[src/cache_macros.svh]
`ifndef CACHE_MACROS_SVH
`define CACHE_MACROS_SVH

// Bus widths
`define CACHE_ADDR_W    32
`define CACHE_DATA_W    32
`define CACHE_STRB_W    (`CACHE_DATA_W / 8)     // One strobe per byte lane
`define CACHE_CNT_W     16                      // Hit and miss event counters

// L1 geometry, one word per line
`define CACHE_NUM_SETS  256
`define CACHE_IDX_W     8                       // Set index taken from addr[9:2]
`define CACHE_NUM_WAYS  4
`define CACHE_WAY_W     2
`define CACHE_TAG_W     (`CACHE_ADDR_W - `CACHE_IDX_W)   // addr[31:10] plus addr[1:0]

// Saturating age per way
`define CACHE_AGE_W     3
`define CACHE_AGE_MAX   3'(`CACHE_NUM_WAYS - 1)

// L2 backing memory
`define CACHE_L2_LAT    3                       // Request to response in cycles
`define CACHE_L2_DEPTH  4096
`define CACHE_L2_IDX_W  12                      // Word index from addr[13:2]

`endif

[src/cache_pkg.sv]
`default_nettype none

`include "cache_macros.svh"

package cache_pkg;

    // Access size as decoded from PSTRB
    typedef enum logic [1:0] {
        SZ_BYTE,    // Strobe 0001
        SZ_HALF,    // Strobe 0011
        SZ_WORD     // Strobe 1111, also every read
    } access_size_e;

    typedef enum logic [2:0] {
        ST_IDLE,        // Waiting for an APB setup phase
        ST_LOOKUP,      // First access cycle, array tag compare
        ST_FILL_WAIT,   // L2 read outstanding
        ST_WT_WAIT,     // Write-through outstanding
        ST_DONE         // Completion cycle with PREADY
    } ctrl_state_e;

    typedef struct packed {
        logic [`CACHE_ADDR_W-1:0] addr;
        logic [`CACHE_DATA_W-1:0] wdata;
        access_size_e             size;
        logic                     wr;
    } cache_req_t;

    typedef struct packed {
        logic                     valid;    // Single-cycle pulse
        logic                     we;
        logic [`CACHE_ADDR_W-1:0] addr;
        logic [`CACHE_DATA_W-1:0] wdata;
        access_size_e             size;
    } l2_req_t;

    typedef struct packed {
        logic                     valid;    // Read data or write acknowledge
        logic [`CACHE_DATA_W-1:0] rdata;
    } l2_rsp_t;

    // Lays the low bytes of new_w over old_w according to size
    function automatic logic [`CACHE_DATA_W-1:0] merge_bytes(
        input logic [`CACHE_DATA_W-1:0] old_w,
        input logic [`CACHE_DATA_W-1:0] new_w,
        input access_size_e             size
    );
        case (size)
            SZ_BYTE: return {old_w[`CACHE_DATA_W-1:8], new_w[7:0]};
            SZ_HALF: return {old_w[`CACHE_DATA_W-1:16], new_w[15:0]};
            default: return new_w;
        endcase
    endfunction

endpackage

`default_nettype wire

[src/cache_apb_ctrl.sv]
`timescale 1ns/1ps
`default_nettype none

`include "cache_macros.svh"

module cache_apb_ctrl (
    input  logic                      clk,
    input  logic                      rst_i,
    input  logic                      psel_i,
    input  logic                      penable_i,
    input  logic                      pwrite_i,
    input  logic [`CACHE_ADDR_W-1:0]  paddr_i,
    input  logic [`CACHE_DATA_W-1:0]  pwdata_i,
    input  logic [`CACHE_STRB_W-1:0]  pstrb_i,
    output logic [`CACHE_DATA_W-1:0]  prdata_o,
    output logic                      pready_o,
    output logic                      pslverr_o,
    output cache_pkg::cache_req_t     req_o,
    input  logic                      hit_i,
    input  logic [`CACHE_DATA_W-1:0]  rd_data_i,
    output logic                      touch_o,
    output logic                      wr_hit_o,
    output logic                      fill_o,
    output logic [`CACHE_DATA_W-1:0]  fill_data_o,
    output cache_pkg::l2_req_t        l2_req_o,
    input  cache_pkg::l2_rsp_t        l2_rsp_i,
    output logic [`CACHE_CNT_W-1:0]   hit_count_o,
    output logic [`CACHE_CNT_W-1:0]   miss_count_o
);
    import cache_pkg::*;

    ctrl_state_e  state_q;
    ctrl_state_e  state_d;
    cache_req_t   req_q;          // Captured in the setup phase
    logic         err_q;          // Illegal strobe seen at setup
    logic         wt_start_q;     // Write-through due in the cycle after a write fill
    access_size_e size_dec;
    logic         strb_bad;
    logic         setup;
    logic         l2_valid;
    logic         l2_we;
    logic         cnt_hit;
    logic         cnt_miss;

    assign setup = psel_i && !penable_i;

    // PSTRB decode
    always_comb begin
        size_dec = SZ_WORD;                       // Reads always return the full word
        strb_bad = 1'b0;
        if (pwrite_i) begin
            case (pstrb_i)
                4'b0001: size_dec = SZ_BYTE;
                4'b0011: size_dec = SZ_HALF;
                4'b1111: size_dec = SZ_WORD;
                default: strb_bad = 1'b1;         // All-zero strobes land here too
            endcase
        end
    end

    always_ff @(posedge clk) begin
        if (state_q == ST_IDLE && setup) begin
            req_q <= '{addr: paddr_i, wdata: pwdata_i, size: size_dec, wr: pwrite_i};
        end
    end

    // Sequencer
    always_comb begin
        state_d   = state_q;
        pready_o  = 1'b0;
        pslverr_o = 1'b0;
        touch_o   = 1'b0;
        wr_hit_o  = 1'b0;
        fill_o    = 1'b0;
        l2_valid  = 1'b0;
        l2_we     = 1'b0;
        cnt_hit   = 1'b0;
        cnt_miss  = 1'b0;
        case (state_q)
            ST_IDLE: if (setup) state_d = ST_LOOKUP;
            ST_LOOKUP: begin
                if (err_q) begin                  // No array, L2 or counter side effects
                    pready_o  = 1'b1;
                    pslverr_o = 1'b1;
                    state_d   = ST_IDLE;
                end else if (hit_i) begin
                    touch_o = 1'b1;
                    cnt_hit = 1'b1;
                    if (req_q.wr) begin
                        wr_hit_o = 1'b1;          // Array updated alongside the write-through
                        l2_valid = 1'b1;
                        l2_we    = 1'b1;
                        state_d  = ST_WT_WAIT;
                    end else begin
                        pready_o = 1'b1;          // Read hit, zero wait
                        state_d  = ST_IDLE;
                    end
                end else begin
                    l2_valid = 1'b1;              // Line fetch for read and write misses
                    cnt_miss = 1'b1;
                    state_d  = ST_FILL_WAIT;
                end
            end
            ST_FILL_WAIT: begin
                if (l2_rsp_i.valid) begin
                    fill_o  = 1'b1;
                    state_d = req_q.wr ? ST_WT_WAIT : ST_DONE;
                end
            end
            ST_WT_WAIT: begin
                l2_valid = wt_start_q;            // Only set on the write-miss path
                l2_we    = 1'b1;
                if (l2_rsp_i.valid) state_d = ST_DONE;
            end
            ST_DONE: begin
                pready_o = 1'b1;
                state_d  = ST_IDLE;
            end
            default: state_d = ST_IDLE;
        endcase
    end

    always_ff @(posedge clk) begin
        if (rst_i) begin
            state_q    <= ST_IDLE;
            err_q      <= 1'b0;
            wt_start_q <= 1'b0;
        end else begin
            state_q    <= state_d;
            wt_start_q <= state_q == ST_FILL_WAIT && l2_rsp_i.valid && req_q.wr;
            if (state_q == ST_IDLE && setup) err_q <= strb_bad;
        end
    end

    // Saturating event counters
    always_ff @(posedge clk) begin
        if (rst_i) begin
            hit_count_o  <= '0;
            miss_count_o <= '0;
        end else begin
            if (cnt_hit && hit_count_o != '1) hit_count_o <= hit_count_o + 1'b1;
            if (cnt_miss && miss_count_o != '1) miss_count_o <= miss_count_o + 1'b1;
        end
    end

    assign req_o       = req_q;
    assign prdata_o    = rd_data_i;               // After a fill the array already holds the L2 word
    assign fill_data_o = l2_rsp_i.rdata;
    assign l2_req_o    = '{valid: l2_valid, we: l2_we, addr: req_q.addr,
                           wdata: req_q.wdata, size: req_q.size};

endmodule

`default_nettype wire

[config.mk]
export PLATFORM = sky130hd
export DESIGN_NAME = cache_apb_ctrl
export DESIGN_NICKNAME = d
export VERILOG_FILES = /design/src/cache_pkg.sv /design/src/cache_apb_ctrl.sv
export VERILOG_INCLUDE_DIRS = /design/src
export SDC_FILE = /design/constraint.sdc
export NUM_CORES = 1
export LEC_CHECK = 0
export ABC_CLOCK_PERIOD_IN_PS = 4750
export BUFFER_PORTS_ARGS = -buffer_cell sky130_fd_sc_hd__buf_2
export CAP_MARGIN = 30
export CORE_AREA = 2 2 145 147
export DETAILED_ROUTE_END_ITERATION = 12
export DIE_AREA = 0 0 147 149
export GPL_ROUTABILITY_DRIVEN = 0
export RECOVER_POWER = 25
export SYNTH_ARGS = -nofsm -noshare
export SYNTH_HDL_FRONTEND = slang
export SYNTH_SLANG_ARGS = --single-unit
export TNS_END_PERCENT = 20
[constraint.sdc]
create_clock -name clk -period 4.75 [get_ports clk]
set_input_delay 0.2375 -clock clk [delete_from_list [all_inputs] [get_ports clk]]
set_output_delay 0.2375 -clock clk [all_outputs]
set_load 0.05 [all_outputs]
After elaboration in Yosys (flattened, before gate mapping)
Cells that the tools add are included.
{ "word_totals": {"output_inout_bits": 236, "elab_cells": 66, "ff_bits": 104} }
{ "op_classes": {"eq_ne": 12, "reduce_logical": 10, "add_sub_neg": 2, "mux": 33} }
{ "op_table": {"columns": ["op", "count"], "rows": [
  ["$add A16 B1 Y16 const B", 2],
  ["$ne A16 B16 Y1 const B", 2],
  ["$mux W1", 21],
  ["$mux W3", 6],
  ["$pmux W3 S4", 1],
  ["$eq A3 B2 Y1 const B", 2],
  ["$logic_and A1 B1 Y1", 6],
  ["$ne A2 B2 Y1 const B", 3],
  ["$pmux W1 S2", 3],
  ["$eq A4 B1 Y1 const B", 1],
  ["$eq A4 B2 Y1 const B", 1],
  ["$eq A4 B4 Y1 const B", 1],
  ["$pmux W2 S2", 1],
  ["$eq A3 B1 Y1 const B", 1],
  ["$eq A3 B3 Y1 const B", 1],
  ["$logic_not A3 Y1", 1],
  ["$reduce_and A3 Y1", 1],
  ["$reduce_or A3 Y1", 1],
  ["$mux W2", 1],
  ["$logic_not A1 Y1", 1]
]} }

Depth between registers and ports, before layout
{ "depth": {"word_depth": 4, "mapped_depth": 8} }

Worst setup path after synthesis
Ideal clock, no wire load.
{ "synth_path": {"path_type": "register to register", "start": "reg state_q[1]", "end": "reg err_q", "setup_slack_ps": 481, "required_time_ps": 4618, "synth_period_minus_slack_ps": 4269, "stages_incl_launch_ff": 6, "t_arrival_ps": 4136, "path_cell_list": "dfxtp_1 > clkbuf_1 > nor3_1 > nor2b_1 > nand2b_1 > a21oi_1"} }
{ "synth_via": {"elab_chain_len": 2} }
{ "synth_lines": {"columns": ["item", "line_no", "text"], "rows": [
  ["start, declared", "cache_apb_ctrl.sv:32", "ctrl_state_e state_q;"],
  ["start signal, assigned", "cache_apb_ctrl.sv:129", "state_q <= state_d;"],
  ["$logic_not A3 Y1", "cache_apb_ctrl.sv:131", "if (state_q == ST_IDLE && setup) err_q <= strb_bad;"],
  ["$logic_and A1 B1 Y1", "cache_apb_ctrl.sv:131", null],
  ["end signal, assigned", "cache_apb_ctrl.sv:131", null],
  ["end, declared", "cache_apb_ctrl.sv:35", "logic err_q;"]
]} }
Every way passes these cells.
A chain may end at the register's enable or synchronous reset.

Worst setup path after layout
{ "layout_path": {"start": "reg state_q[1]", "end": "out touch_o"} }
{ "layout_via": {"elab_chain_len": 2} }
{ "layout_lines": {"columns": ["item", "line_no", "text"], "rows": [
  ["$eq A3 B1 Y1", "cache_apb_ctrl.sv:79", "case (state_q)"],
  ["$mux W1", "cache_apb_ctrl.sv:79", null],
  ["end, declared", "cache_apb_ctrl.sv:21", "output logic touch_o,"]
]} }
Every way passes these cells.

==> results.py <==
metrics = {
    "finish": {
        "num-fill-cells": 2173,
        "area_growth_pct": 16.8,
        "multiInputGateArea_mm2": 0.00123,
        "seqCellArea_mm2": 0.00275,
        "drive_above_1_share_pct": 48.1,
        "fin_cells": 843,
        "antennaDiodeCount": 0,
        "final_area_mm2": 0.00589,
        "fin_nets": 704,
    },
    "status": {
        "outcome": "complete, no violations",
    },
    "placement": {
        "place_inst": 827,
        "dp_hpwl_um": 11000,
        "dpl_cell_area_mm2": 0.00561,
        "io_buffers": 246,
    },
    "clock_tree": {
        "cts-root-buf": "clkbuf_16",
        "clk_latency_ps": 350,
        "cts.clk_slew.worst_paths_ps": 80,
        "hold_buffers": 0,
        "htree_num_levels": 3,
        "post_cts_buffers": 0,
        "cts_buffer_depth": 2,
        "clock_sink_count": 104,
        "tritoncts": "yes",
        "cts-resized-gates": 0,
        "cts_made_buffers": 9,
    },
    "global_routing": {
        "antenna_found_initial": 0,
        "grt_pass1_vias": 3335,
        "grt_max_degree": 43,
        "track_usage_pct": 12.1,
        "grt_overflow": 0,
        "grt_pass1_wl_um": 20000,
    },
    "setup_path": {
        "slowest_delay_ps": 540,
        "crit_chain": "nor4b_2, nand2_1, inv_1, buf_2",
        "ff2ff_path_depth": 4,
        "required_ps": 4510,
        "crit_type": "flip-flop to output port",
        "r2r_setup_slack_ps": 2310,
        "worstReg2RegStart": "state_q[1]$_SDFFE_PP0P_",
        "critPathCaptureType": "output port",
        "start_kind": "flip-flop",
        "cp-endpoint": "touch_o",
        "cp_max_fo": 20,
        "slowest_stage": "nor4b_2",
        "cp-startpoint": "state_q[1]$_SDFFE_PP0P_",
        "critPathArrivalTime_ps": 2240,
        "rr_endpoint": "miss_count_o[14]$_SDFFE_PP0P_",
    },
    "sta": {
        "rsz0062_at_grt": "false",
        "clock_skew_ps": 13.9,
        "timing.setup.tns_ps": 0,
        "setup_violations": 0,
        "fin_crit_ps": 2480,
        "max_freq_ghz": 0.403,
        "period_share_pct": 52.2,
        "relSlewSlack_pct": 47.4,
        "final-max-slew-violation-count": 0,
        "hold_viol": 0,
        "holdWs_ps": 63.5,
        "tightest_slew_ps": 789,
    },
    "die": {
        "num_rows": 53,
        "io_pins": 375,
        "fp.dieH_um": 149,
        "start_util_pct": 24.5,
        "design.die.area_mm2": 0.0219,
        "die_w_um": 147,
        "fp.coreArea_mm2": 0.0206,
    },
    "synth": {
        "ys_warn_count": 0,
        "ys_seq_area_share_pct": 54.6,
        "synth_common_cells": "buf_4, edfxtp_1, dfxtp_1",
        "ys_seq_elements": 104,
        "ys.flop_type": "edfxtp_1",
        "synth_area_mm2": 0.00504,
        "yosysTopAreaCell": "edfxtp_1",
        "synth.avg_cell_area_um2": 11.2,
        "synthArstFlopShare_pct": 0,
        "synthDistinctLibCells": 43,
        "netlist.area_leader.share_pct": 39.9,
        "syn_inst": 450,
        "syn_nets": 591,
        "synthTopCellsByArea": "edfxtp_1, buf_4, dfxtp_1, a21oi_1, or4_1",
        "synth_most_common_cell": "buf_4",
        "synth_edf_count": 67,
    },
    "hold_path": {
        "hp-class": "primary input to flip-flop",
        "hp-start": "pwdata_i[30]",
    },
    "route": {
        "drt_iter0_drc": 195,
        "wirelength_um": 14000,
        "postRouteAntennaNets": 0,
        "detail_route.wl_per_cell_um": 16.6,
        "routed_via_density": 4.40,
        "remaining_drc_errors": 0,
        "vias": 3711,
        "dr.pass1.iters": 5,
    },
    "power": {
        "power_switching_share_pct": 31.1,
        "switchingPower_mw": 0.648,
        "pwr-share-clk_pct": 34.2,
        "p_leak_nw": 2.42,
        "power.density_mw_per_mm2": 354,
        "peakVddDrop_mv": 0.175,
        "p_seq_share_pct": 49.1,
        "intPower_mw": 1.44,
        "combPwrFrac_pct": 16.7,
    },
    "run": {
        "cap_viol_max_count": 0,
    },
}
==> worst min-delay path by stage <==
stage / to / slack, ps / cells after the start
finish: l2_req_o[32]$_DFFE_PP_ / 60 / 1
global placement: l2_req_o[30]$_DFFE_PP_ / 410 / 1
CTS: l2_req_o[32]$_DFFE_PP_ / 40 / 1
floorplan: l2_req_o[10]$_DFFE_PP_ / 340 / 0
detailed placement: l2_req_o[58]$_DFFE_PP_ / 420 / 1
global route: l2_req_o[40]$_DFFE_PP_ / 30 / 1
==> cells by family after synthesis <==
logic type | synth area share, %
AO/OA/AOI/OAI | 7.99
flip-flops | 54.6
adder cells (fa/ha/maj) | 0.496
multiplexers | 0.893
buffers and inverters | 21.5
AND/OR/NAND/NOR | 14.5
==> per-stage QoR <==
stage	utilization (%)	total power [mW]	setup slack [ps]
3_5_place_dp	27.3	1.39	2320
5_1_grt	28.7	2.18	2090
3_3_place_gp	27.3	1.39	2340
6_report	28.7	2.08	2270
4_1_cts	28.7	2.12	2300
2_1_floorplan	-	1.47	481
==> power groups by stage <==
stage                     logic [mW]  registers, mW  clock network [mW]
after floorplan                0.329           1.14                   0
after global placement         0.349           1.05                   0
after detailed placement       0.349           1.05                   0
after CTS                      0.350           1.03               0.745
after global routing           0.362           1.03               0.784
final                          0.347           1.02               0.713
==> cell type report <==
cell class / instances / area share (%)
clock buffer: 10 / 3.89
sequential: 104 / 46.7
inverter: 8 / 0.510
multi-input combinational: 190 / 20.8
tap: 275 / 5.84
timing repair buffer: 250 / 21.4
clock inverter: 6 / 0.849
==> metal layers <==
layer	wire length (um)	vias to the layer above	share of wire (%)	GRT usage, %
met5	0	-	0	0
met4	111	0	0.79	2.74
met3	1490	9	11	5.90
met2	6590	226	47	19.6
met1	5800	1735	41	14.7
li1	-	1741	-	-
==> worst max-delay path, delay by kind of cell (launching register included) <==
kind / cells / cell delay, ps
buffers and inverters: 2 / 460
flip-flops: 1 / 420
AND/OR/NAND/NOR: 2 / 1010
==> layout by cell type (no fill, tap or decap), types with 3 or more instances in the layout <==
cell type  Yosys  routed
dfxtp_1       37      37
o41ai_1        3       3
nand3_1       13      13
nor2_1        10      10
clkbuf_16      0       9
and3_1         3       3
nor4_1         8       6
nor3_1         7       7
o31ai_1       16      16
edfxtp_1      67      67
buf_2          1     245
nand2b_1       4       4
nand4_1       12      12
o21ai_0        7       7
inv_1          8       8
nor2b_1        8       7
or4_1         18      18
buf_4        133       4
or3_1          3       3
and4_1         7       7
a21oi_1       27      27
mux2_2         4       4
nand2_1       17      17
==> sequential cells by signal (all words and copies together), names as in the netlist <==
register and cells:
err_q 1, hit_count_o 16, l2_req_o 66, miss_count_o 16
req_o 1, state_q 3, wt_start_q 1
Note: power is estimated with default switching activity, not from simulation.
